--- src/verilog/ex_cfg.svh ---
`ifndef EX_CFG_SVH
`define EX_CFG_SVH

// datapath and tag widths
`define EX_XLEN 32
`define EX_TAG_W 4

// multiplier bits retired per cycle, 4, 8 or 16
`define EX_MUL_STEP 8

// iteration cycles of the multiplier
`define EX_MUL_CYCLES (`EX_XLEN / `EX_MUL_STEP)

// completed results waiting for writeback
`define EX_RES_DEPTH 4

`endif

--- src/verilog/ex_pkg.sv ---
`include "ex_cfg.svh"

package ex_pkg;

	// function opcodes of the execute stage
	typedef enum logic [4:0] {
		ADD,
		SUB,
		AND,
		OR,
		XOR,
		SLT,
		SLTU,
		SLL,
		SRL,
		SRA,
		MUL,
		MULH,
		MULHSU,
		MULHU,
		BEQ,
		BNE,
		BLT,
		BGE,
		BLTU,
		BGEU
	} ex_func_e;

	// operand a source
	typedef enum logic [1:0] {
		OPA_RS1,
		OPA_PC,
		OPA_ZERO
	} ex_opa_sel_e;

	// operand b source
	typedef enum logic {
		OPB_RS2,
		OPB_IMM
	} ex_opb_sel_e;

	// one completed operation
	typedef struct packed {
		logic [`EX_TAG_W-1:0] tag;
		logic [4:0]           dest;
		logic [`EX_XLEN-1:0]  result;
		logic                 take_branch;
	} ex_result_t;

	// ops served by the iterative multiplier
	function automatic logic is_mul_op(ex_func_e func);
		return func inside {MUL, MULH, MULHSU, MULHU};
	endfunction

endpackage

--- src/verilog/ex_if.sv ---
`include "ex_cfg.svh"

//////////////////////////////////////////////////////////////////////
// dispatch to one functional unit
//////////////////////////////////////////////////////////////////////

interface ex_op_if;
	logic                 start;
	logic [`EX_XLEN-1:0]  opa;
	logic [`EX_XLEN-1:0]  opb;
	logic [`EX_XLEN-1:0]  rs1;
	logic [`EX_XLEN-1:0]  rs2;
	ex_pkg::ex_func_e     func;
	logic [4:0]           dest;
	logic [`EX_TAG_W-1:0] tag;
	// high from the cycle after start until the result is taken
	logic                 busy;

	modport master (output start, opa, opb, rs1, rs2, func, dest, tag, input busy);
	modport slave (input start, opa, opb, rs1, rs2, func, dest, tag, output busy);
endinterface

//////////////////////////////////////////////////////////////////////
// completion of one functional unit into the merge
//////////////////////////////////////////////////////////////////////

interface ex_res_if;
	// done and data held until take is seen with done
	logic               done;
	ex_pkg::ex_result_t data;
	logic               take;

	modport source (output done, data, input take);
	modport sink (input done, data, output take);
endinterface

--- src/verilog/ex_dispatch.sv ---
`include "ex_cfg.svh"

module ex_dispatch (
	input  logic                  clock,
	input  logic                  arst_n,
	input  logic                  issue_req,
	input  ex_pkg::ex_func_e      issue_func,
	input  ex_pkg::ex_opa_sel_e   issue_opa_sel,
	input  ex_pkg::ex_opb_sel_e   issue_opb_sel,
	input  logic [`EX_XLEN-1:0]   issue_rs1,
	input  logic [`EX_XLEN-1:0]   issue_rs2,
	input  logic [`EX_XLEN-1:0]   issue_pc,
	input  logic [`EX_XLEN-1:0]   issue_imm,
	input  logic [4:0]            issue_dest,
	input  logic [`EX_TAG_W-1:0]  issue_tag,
	output logic                  issue_ack,
	ex_op_if.master               int_op,
	ex_op_if.master               mul_op
);

	typedef enum logic [1:0] {
		IDLE,
		ACKED,
		WAIT_REQ_LOW
	} state_e;

	state_e              state;
	logic [`EX_XLEN-1:0] opa_mux;
	logic [`EX_XLEN-1:0] opb_mux;
	logic                to_mul;
	logic                target_busy;
	logic                launch;

	// operand a mux
	always_comb begin
		case (issue_opa_sel)
			ex_pkg::OPA_RS1: opa_mux = issue_rs1;
			ex_pkg::OPA_PC:  opa_mux = issue_pc;
			default:         opa_mux = '0;
		endcase
	end

	// operand b mux
	assign opb_mux = (issue_opb_sel == ex_pkg::OPB_IMM) ? issue_imm : issue_rs2;

	// route by opcode, only the chosen unit has to be idle
	assign to_mul      = ex_pkg::is_mul_op(issue_func);
	assign target_busy = to_mul ? mul_op.busy : int_op.busy;
	assign launch      = (state == IDLE) && issue_req && !target_busy;

	//////////////////////////////////////////////////////////////////////
	// issue handshake
	//////////////////////////////////////////////////////////////////////

	always_ff @(posedge clock or negedge arst_n) begin
		if (!arst_n) begin
			state        <= IDLE;
			int_op.start <= 1'b0;
			mul_op.start <= 1'b0;
		end else begin
			int_op.start <= launch && !to_mul;
			mul_op.start <= launch && to_mul;
			case (state)
				IDLE:    if (launch) state <= ACKED;
				default: state <= issue_req ? WAIT_REQ_LOW : IDLE;
			endcase
		end
	end

	assign issue_ack = (state != IDLE);

	// issue fields hold while ack is high, so both units share one bus
	assign int_op.opa  = opa_mux;
	assign int_op.opb  = opb_mux;
	assign int_op.rs1  = issue_rs1;
	assign int_op.rs2  = issue_rs2;
	assign int_op.func = issue_func;
	assign int_op.dest = issue_dest;
	assign int_op.tag  = issue_tag;

	assign mul_op.opa  = opa_mux;
	assign mul_op.opb  = opb_mux;
	assign mul_op.rs1  = issue_rs1;
	assign mul_op.rs2  = issue_rs2;
	assign mul_op.func = issue_func;
	assign mul_op.dest = issue_dest;
	assign mul_op.tag  = issue_tag;

endmodule

--- src/verilog/ex_int_unit.sv ---
`include "ex_cfg.svh"

module ex_int_unit (
	input  logic       clock,
	input  logic       arst_n,
	ex_op_if.slave     op,
	ex_res_if.source   res
);

	logic                done_q;
	logic [`EX_XLEN-1:0] alu_out;
	logic                br_cond;
	logic [4:0]          shamt;
	ex_pkg::ex_result_t  res_q;

	assign shamt = op.opb[4:0];

	// alu, branch target is opa + opb as well
	always_comb begin
		case (op.func)
			ex_pkg::ADD:  alu_out = op.opa + op.opb;
			ex_pkg::SUB:  alu_out = op.opa - op.opb;
			ex_pkg::AND:  alu_out = op.opa & op.opb;
			ex_pkg::OR:   alu_out = op.opa | op.opb;
			ex_pkg::XOR:  alu_out = op.opa ^ op.opb;
			ex_pkg::SLT:  alu_out = {{(`EX_XLEN-1){1'b0}}, $signed(op.opa) < $signed(op.opb)};
			ex_pkg::SLTU: alu_out = {{(`EX_XLEN-1){1'b0}}, op.opa < op.opb};
			ex_pkg::SLL:  alu_out = op.opa << shamt;
			ex_pkg::SRL:  alu_out = op.opa >> shamt;
			ex_pkg::SRA:  alu_out = $unsigned($signed(op.opa) >>> shamt);
			ex_pkg::BEQ,
			ex_pkg::BNE,
			ex_pkg::BLT,
			ex_pkg::BGE,
			ex_pkg::BLTU,
			ex_pkg::BGEU: alu_out = op.opa + op.opb;
			default:      alu_out = '0;
		endcase
	end

	// branch condition on the register values
	always_comb begin
		case (op.func)
			ex_pkg::BEQ:  br_cond = (op.rs1 == op.rs2);
			ex_pkg::BNE:  br_cond = (op.rs1 != op.rs2);
			ex_pkg::BLT:  br_cond = ($signed(op.rs1) < $signed(op.rs2));
			ex_pkg::BGE:  br_cond = ($signed(op.rs1) >= $signed(op.rs2));
			ex_pkg::BLTU: br_cond = (op.rs1 < op.rs2);
			ex_pkg::BGEU: br_cond = (op.rs1 >= op.rs2);
			default:      br_cond = 1'b0;
		endcase
	end

	// one entry, busy for exactly as long as it is full
	always_ff @(posedge clock or negedge arst_n) begin
		if (!arst_n) begin
			done_q <= 1'b0;
		end else if (op.start) begin
			done_q <= 1'b1;
		end else if (res.take) begin
			done_q <= 1'b0;
		end
	end

	always_ff @(posedge clock) begin
		if (op.start) begin
			res_q <= '{tag: op.tag, dest: op.dest, result: alu_out, take_branch: br_cond};
		end
	end

	assign op.busy  = done_q;
	assign res.done = done_q;
	assign res.data = res_q;

endmodule

--- src/verilog/ex_mul_unit.sv ---
`include "ex_cfg.svh"

module ex_mul_unit (
	input  logic       clock,
	input  logic       arst_n,
	ex_op_if.slave     op,
	ex_res_if.source   res
);

	localparam int PW   = 2 * `EX_XLEN;
	localparam int STEP = `EX_MUL_STEP;
	localparam int CW   = $clog2(`EX_MUL_CYCLES);

	typedef enum logic [1:0] {
		IDLE,
		RUN,
		HOLD
	} state_e;

	state_e              state;
	logic [CW-1:0]       cnt;
	logic                last;
	logic                a_signed;
	logic                b_signed;
	logic                neg_a;
	logic                neg_b;
	logic [`EX_XLEN-1:0] a_mag;
	logic [`EX_XLEN-1:0] b_mag;
	logic [PW-1:0]       acc;
	logic [PW-1:0]       mcand;
	logic [`EX_XLEN-1:0] mplier;
	logic [PW-1:0]       acc_next;
	logic [PW-1:0]       prod;
	logic                neg_q;
	logic                hi_q;
	logic [`EX_TAG_W-1:0] tag_q;
	logic [4:0]          dest_q;
	logic [`EX_XLEN-1:0] result_q;

	// magnitudes by signedness, mul keeps the low half so unsigned is fine
	assign a_signed = op.func inside {ex_pkg::MULH, ex_pkg::MULHSU};
	assign b_signed = (op.func == ex_pkg::MULH);
	assign neg_a    = a_signed && op.opa[`EX_XLEN-1];
	assign neg_b    = b_signed && op.opb[`EX_XLEN-1];
	assign a_mag    = neg_a ? -op.opa : op.opa;
	assign b_mag    = neg_b ? -op.opb : op.opb;

	// one digit of the multiplier per cycle
	assign acc_next = acc + mcand * {{(PW-STEP){1'b0}}, mplier[STEP-1:0]};
	assign prod     = neg_q ? -acc_next : acc_next;
	assign last     = (cnt == CW'(`EX_MUL_CYCLES - 1));

	always_ff @(posedge clock or negedge arst_n) begin
		if (!arst_n) begin
			state <= IDLE;
			cnt   <= '0;
		end else begin
			case (state)
				IDLE: begin
					cnt <= '0;
					if (op.start) state <= RUN;
				end
				RUN: begin
					cnt <= cnt + 1'b1;
					if (last) state <= HOLD;
				end
				default: if (res.take) state <= IDLE;
			endcase
		end
	end

	always_ff @(posedge clock) begin
		if (state == IDLE && op.start) begin
			acc    <= '0;
			mcand  <= {{`EX_XLEN{1'b0}}, a_mag};
			mplier <= b_mag;
			neg_q  <= neg_a ^ neg_b;
			hi_q   <= (op.func != ex_pkg::MUL);
			tag_q  <= op.tag;
			dest_q <= op.dest;
		end else if (state == RUN) begin
			acc    <= acc_next;
			mcand  <= mcand << STEP;
			mplier <= mplier >> STEP;
			if (last) result_q <= hi_q ? prod[PW-1:`EX_XLEN] : prod[`EX_XLEN-1:0];
		end
	end

	assign op.busy  = (state != IDLE);
	assign res.done = (state == HOLD);
	assign res.data = '{tag: tag_q, dest: dest_q, result: result_q, take_branch: 1'b0};

endmodule

--- src/verilog/ex_result_merge.sv ---
`include "ex_cfg.svh"

module ex_result_merge (
	input  logic                 clock,
	input  logic                 arst_n,
	ex_res_if.sink               int_res,
	ex_res_if.sink               mul_res,
	output logic                 wb_req,
	input  logic                 wb_ack,
	output logic [`EX_TAG_W-1:0] wb_tag,
	output logic [4:0]           wb_dest,
	output logic [`EX_XLEN-1:0]  wb_result,
	output logic                 wb_take_branch
);

	localparam int DEPTH = `EX_RES_DEPTH;
	localparam int PTR_W = $clog2(DEPTH);

	typedef enum logic [1:0] {
		IDLE,
		REQ,
		WAIT_ACK_LOW
	} state_e;

	state_e               state;
	ex_pkg::ex_result_t   q_mem [DEPTH];
	logic [PTR_W-1:0]     wr_ptr;
	logic [PTR_W-1:0]     rd_ptr;
	logic [PTR_W:0]       count;
	logic                 room;
	logic                 push;
	logic                 pop;
	ex_pkg::ex_result_t   head;

	// multiplier first, int unit waits with done high
	assign room         = (count != (PTR_W+1)'(DEPTH));
	assign mul_res.take = mul_res.done && room;
	assign int_res.take = int_res.done && room && !mul_res.done;
	assign push         = mul_res.take || int_res.take;
	assign pop          = (state == REQ) && wb_ack;

	always_ff @(posedge clock) begin
		if (push) q_mem[wr_ptr] <= mul_res.take ? mul_res.data : int_res.data;
	end

	always_ff @(posedge clock or negedge arst_n) begin
		if (!arst_n) begin
			wr_ptr <= '0;
			rd_ptr <= '0;
			count  <= '0;
			state  <= IDLE;
		end else begin
			if (push) wr_ptr <= (wr_ptr == PTR_W'(DEPTH - 1)) ? '0 : wr_ptr + 1'b1;
			if (pop) rd_ptr <= (rd_ptr == PTR_W'(DEPTH - 1)) ? '0 : rd_ptr + 1'b1;
			count <= count + push - pop;
			// writeback handshake from the queue head
			case (state)
				IDLE:    if (count != '0 || push) state <= REQ;
				REQ:     if (wb_ack) state <= WAIT_ACK_LOW;
				default: if (!wb_ack) state <= IDLE;
			endcase
		end
	end

	assign head           = q_mem[rd_ptr];
	assign wb_req         = (state == REQ);
	assign wb_tag         = head.tag;
	assign wb_dest        = head.dest;
	assign wb_result      = head.result;
	assign wb_take_branch = head.take_branch;

endmodule

--- src/verilog/ex_stage.sv ---
`include "ex_cfg.svh"

module ex_stage (
	input  logic                  clock,
	input  logic                  arst_n,
	input  logic                  issue_req,
	input  ex_pkg::ex_func_e      issue_func,
	input  ex_pkg::ex_opa_sel_e   issue_opa_sel,
	input  ex_pkg::ex_opb_sel_e   issue_opb_sel,
	input  logic [`EX_XLEN-1:0]   issue_rs1,
	input  logic [`EX_XLEN-1:0]   issue_rs2,
	input  logic [`EX_XLEN-1:0]   issue_pc,
	input  logic [`EX_XLEN-1:0]   issue_imm,
	input  logic [4:0]            issue_dest,
	input  logic [`EX_TAG_W-1:0]  issue_tag,
	output logic                  issue_ack,
	output logic                  wb_req,
	input  logic                  wb_ack,
	output logic [`EX_TAG_W-1:0]  wb_tag,
	output logic [4:0]            wb_dest,
	output logic [`EX_XLEN-1:0]   wb_result,
	output logic                  wb_take_branch
);

	// one op link and one completion link per unit
	ex_op_if  int_op ();
	ex_op_if  mul_op ();
	ex_res_if int_res ();
	ex_res_if mul_res ();

	ex_dispatch dispatch_0 (
		.clock         (clock),
		.arst_n        (arst_n),
		.issue_req     (issue_req),
		.issue_func    (issue_func),
		.issue_opa_sel (issue_opa_sel),
		.issue_opb_sel (issue_opb_sel),
		.issue_rs1     (issue_rs1),
		.issue_rs2     (issue_rs2),
		.issue_pc      (issue_pc),
		.issue_imm     (issue_imm),
		.issue_dest    (issue_dest),
		.issue_tag     (issue_tag),
		.issue_ack     (issue_ack),
		.int_op        (int_op.master),
		.mul_op        (mul_op.master)
	);

	ex_int_unit int_unit_0 (.clock(clock), .arst_n(arst_n), .op(int_op.slave), .res(int_res.source));

	ex_mul_unit mul_unit_0 (.clock(clock), .arst_n(arst_n), .op(mul_op.slave), .res(mul_res.source));

	ex_result_merge merge_0 (
		.clock          (clock),
		.arst_n         (arst_n),
		.int_res        (int_res.sink),
		.mul_res        (mul_res.sink),
		.wb_req         (wb_req),
		.wb_ack         (wb_ack),
		.wb_tag         (wb_tag),
		.wb_dest        (wb_dest),
		.wb_result      (wb_result),
		.wb_take_branch (wb_take_branch)
	);

endmodule
--- config.mk ---
export PLATFORM = sky130hd
export DESIGN_NAME = ex_stage
export DESIGN_NICKNAME = d
export VERILOG_FILES = /design/src/verilog/ex_pkg.sv /design/src/verilog/ex_if.sv /design/src/verilog/ex_dispatch.sv /design/src/verilog/ex_int_unit.sv /design/src/verilog/ex_mul_unit.sv /design/src/verilog/ex_result_merge.sv /design/src/verilog/ex_stage.sv
export VERILOG_INCLUDE_DIRS = /design/src /design/src/verilog
export SDC_FILE = /design/constraint.sdc
export NUM_CORES = 2
export LEC_CHECK = 0
export ABC_AREA = 0
export BUFFER_PORTS_ARGS = -buffer_cell sky130_fd_sc_hd__buf_2
export CAP_MARGIN = 20
export CELL_PAD_IN_SITES_DETAIL_PLACEMENT = 1
export CELL_PAD_IN_SITES_GLOBAL_PLACEMENT = 1
export CORE_MARGIN = 2
export CORE_UTILIZATION = 30
export CTS_CLUSTER_SIZE = 12
export DETAILED_ROUTE_END_ITERATION = 8
export PLACE_DENSITY_LB_ADDON = 0.1
export SYNTH_ARGS = -nofsm -noshare
export SYNTH_HDL_FRONTEND = slang
export SYNTH_SLANG_ARGS = --single-unit
--- constraint.sdc ---
create_clock -name clock -period 9.9 [get_ports clock]
set_input_delay 1.98 -clock clock [delete_from_list [all_inputs] [get_ports clock]]
set_output_delay 1.98 -clock clock [all_outputs]
set_load 0.02 [all_outputs]
==> impl_metrics.json <==
{
  "status": "finished, final reports clean",
  "drt_drc_violations_left": 0,
  "synth_cell_types": 97,
  "layout_fillers": 17985,
  "cts_buffers": 56,
  "multi_input_area_sq_um": 31000,
  "die-area_sq_um": 158000,
  "setup_slack_ps": 899,
  "worst-r2r-cell-count": 22,
  "fmaxAchievable_mhz": 111,
  "cts.hold.buffers_added": 0,
  "post_route_cells_drive_above_1_share_pct": 10.7,
  "dp_cells": 7320,
  "worst_tran_pin_value_ps": 1110,
  "routed_wl_microns": 197000,
  "clk_pin_slew_ps": 60,
  "critPathMaxStageDelay_ps": 910,
  "tritoncts_num_sinks": 431,
  "iteration_0_drc_count_of_the_detailed_router": 2711,
  "grt_usage_pct": 24.8,
  "rows": 144,
  "numPortBuffers": 192,
  "synth_sequential_area_ratio_pct": 25.6,
  "synth-seq-cells": 431,
  "standard_cell_core_area_sq_um": 154000,
  "crit_path_start": "mul_unit_0.mplier[1]",
  "worst-endpoint-required_ps": 10310,
  "final-setup-viol-count": 0,
  "regToRegStartpoint": "mul_unit_0.mplier[1]",
  "worst_ep_arrival_time_ps": 9410,
  "synth_warnings": 0,
  "netlist_area_sq_um": 46500,
  "cp_common_cell": "fa_1",
  "worstPathMaxFanout": 18,
  "cts_max_path_buffers": 3,
  "cts.htree.levels": 2,
  "area.sequential_sq_um": 11900,
  "worst_r2r_endpoint": "mul_unit_0.result_q[19]",
  "layout_min_cycle_time_ps": 9000,
  "finalClockSkew_ps": 36.9,
  "num_antenna_cells": 0,
  "slew_violations": 0,
  "maxCapViolCount": 0,
  "timing.hold.worst.start": "mul_unit_0.mcand[63]",
  "hold_path.class": "reg2reg",
  "antenna_found_initial": 6,
  "critPathLaunchType": "flop",
  "slew_headroom_pct": 25.1,
  "post_cts.repair.setup_buffers": 0,
  "critPathSlowestCell": "edfxtp_1",
  "horiz_die_dim_microns": 398,
  "route.detailed.wl_per_inst_microns": 26.5,
  "setup_repair_after_global_routing_missed_its_margin": "no",
  "setup.worst_path.class": "reg2reg",
  "min_to": "mul_unit_0.mcand[63]",
  "synth_cells": 5306,
  "postSynthNetCount": 6081,
  "final.period_utilization_pct": 90.9,
  "final_ant_viol_nets": 0,
  "grt_start_max_net_pins": 153,
  "final-hold-violation-count": 0,
  "synth-async-reset-ratio_pct": 4.18,
  "drt_first_pass_iters": 5,
  "grt.overflow.total": 0,
  "first_pass_grt_wire_length_microns": 292000,
  "flop_to_flop_setup_slack_ps": 900,
  "synth_area_per_cell_sq_um": 8.76,
  "area_delta_synth_final_pct": 11.0,
  "vias_per_cell": 5.35,
  "stdcell_count": 7429,
  "fin_tns_setup_ps": 0,
  "dr_total_vias": 39775,
  "clock_latency_on_the_worst_skew_pair_ps": 670,
  "clk_root_buffer_cell": "clkbuf_16",
  "synth_enable_flop_cells": 317,
  "floorplan.initialDensity_pct": 30.2,
  "fin_hold_ws_ps": 469,
  "nets": 6112,
  "cts-resized-gates": 0,
  "cts_tree": "done",
  "synth_flop_cell": "edfxtp_1",
  "path_cells": "buf_4, nand2_1, fa_1, inv_1, fa_1, fa_1, inv_1, fa_1, inv_1, ha_1, a21oi_1, o21ai_0, or2_2, nor4_1, o31ai_1, xnor2_1, o311ai_1, or3_1, or4_1, o211ai_2, a21oi_1, or3_1",
  "dp_hpwl_microns": 156000,
  "buffers_inverters_on_critical_path": 4,
  "hold_depth": 2,
  "first_global_vias": 42065,
  "crit_path_end_kind": "flop",
  "routabilityCongestion": 0.929,
  "floorplan.io_pins": 193,
  "cp_top_family": "simple AND/OR/NAND/NOR gates",
  "floorplan.die.height_microns": 398,
  "post-place-ws_ps": 1010
}
## cells in the final DEF, fill, tap and decap left out, drive strengths merged, types with 22 or more instances in the layout
cell type and count:
or3 24, xnor2 115, nand2b 25, o21ai 349, inv 651, nand3 135, a21oi 285, a21o 57
nor2 327, mux4 42, and2 346, clkbuf 78, dfxtp 96, a211oi 40, or2 30, buf 301
ha 213, a31oi 35, o21bai 36, nor4 29, mux2 55, mux2i 103, fa 413, nand4 44
o31ai 45, o21a 37, and3 22, a221oi 30, o22ai 39, nor3 88, edfxtp 317, o211ai 38
o221ai 28, nand2 599
## sequential cells by signal, indices dropped and copies added, names as in the netlist, 4 cells and up
name and cells:
mul_unit_0.tag_q 4, int_unit_0.res.data 42, mul_unit_0.dest_q 5, mul_unit_0.acc 64, merge_0.q_mem 168, mul_unit_0.result_q 32
mul_unit_0.mcand 64, mul_unit_0.mplier 32
## worst max path at each step
stage | to | slack [ps] | cells past startpoint
floorplan | mul_unit_0.result_q[19] | 2750 | 25
global placement | mul_unit_0.result_q[19] | 1050 | 22
detailed placement | mul_unit_0.result_q[27] | 1010 | 22
CTS | mul_unit_0.result_q[19] | 990 | 22
global route | mul_unit_0.result_q[19] | 450 | 21
finish | mul_unit_0.result_q[19] | 900 | 22
## layout make-up
cell class / count / area share [%]
Clock buffer: 76 / 2.96
Multi-Input combinational cell: 3897 / 60.1
Sequential cell: 431 / 23.1
Clock inverter: 30 / 0.754
Tap cell: 2044 / 4.96
Inverter: 648 / 4.71
Timing Repair Buffer: 303 / 3.52
## cell families after synthesis
group	Yosys count	share of synthesized area, %
mux	200	5.58
fa+ha+maj	626	23.5
simple gates	1734	18.1
buf+inv	978	7.95
flops	431	25.6
xor+xnor	132	2.49
compound gates	1205	16.8
## Yosys cell counts, types with 36 or more instances
cell / number / area [sq um]
a211oi_1: 39 / 293
a21o_1: 57 / 428
a21oi_1: 283 / 1420
and2_1: 344 / 2150
clkbuf_1: 286 / 1070
dfxtp_1: 96 / 1920
edfxtp_1: 317 / 9520
fa_1: 413 / 8270
ha_1: 213 / 2670
inv_1: 645 / 2420
mux2_2: 55 / 619
mux2i_1: 103 / 1030
mux4_2: 42 / 946
nand2_1: 599 / 2250
nand3_1: 135 / 676
nand4_1: 43 / 269
nor2_1: 327 / 1230
nor3_1: 86 / 430
o211ai_1: 37 / 278
o21a_1: 37 / 278
o21ai_0: 346 / 1730
o21bai_1: 36 / 270
o22ai_1: 39 / 244
o31ai_1: 44 / 330
xnor2_1: 115 / 1010
## stage by stage
| stage | util (%) | cell area, sq um |
|---|---|---|
| final | 33.5 | 51600 |
| after global routing | 33.5 | 51600 |
| after CTS | 33.5 | 51600 |
| after global placement | 32.2 | 49700 |
| after detailed placement | 32.2 | 49700 |
| after floorplan | - | 46500 |
## layer usage
metal | global-route usage, % | routed length [microns] | vias to the layer above
met5 | 0 | 0 | -
met4 | 8.19 | 7000 | 0
met3 | 2.76 | 8380 | 223
met2 | 40.7 | 91700 | 949
met1 | 33.9 | 89600 | 20380
li1 | - | - | 18223
## worst min-delay path, cell delays in order, from the launching register on
cell     delay (ps)
dfxtp_1         320
nand3_1          60
nand2_1          40
Power is left out: the tool's default activity adds up to more than one toggle a clock period on the data nets, which glitch-free logic cannot reach.
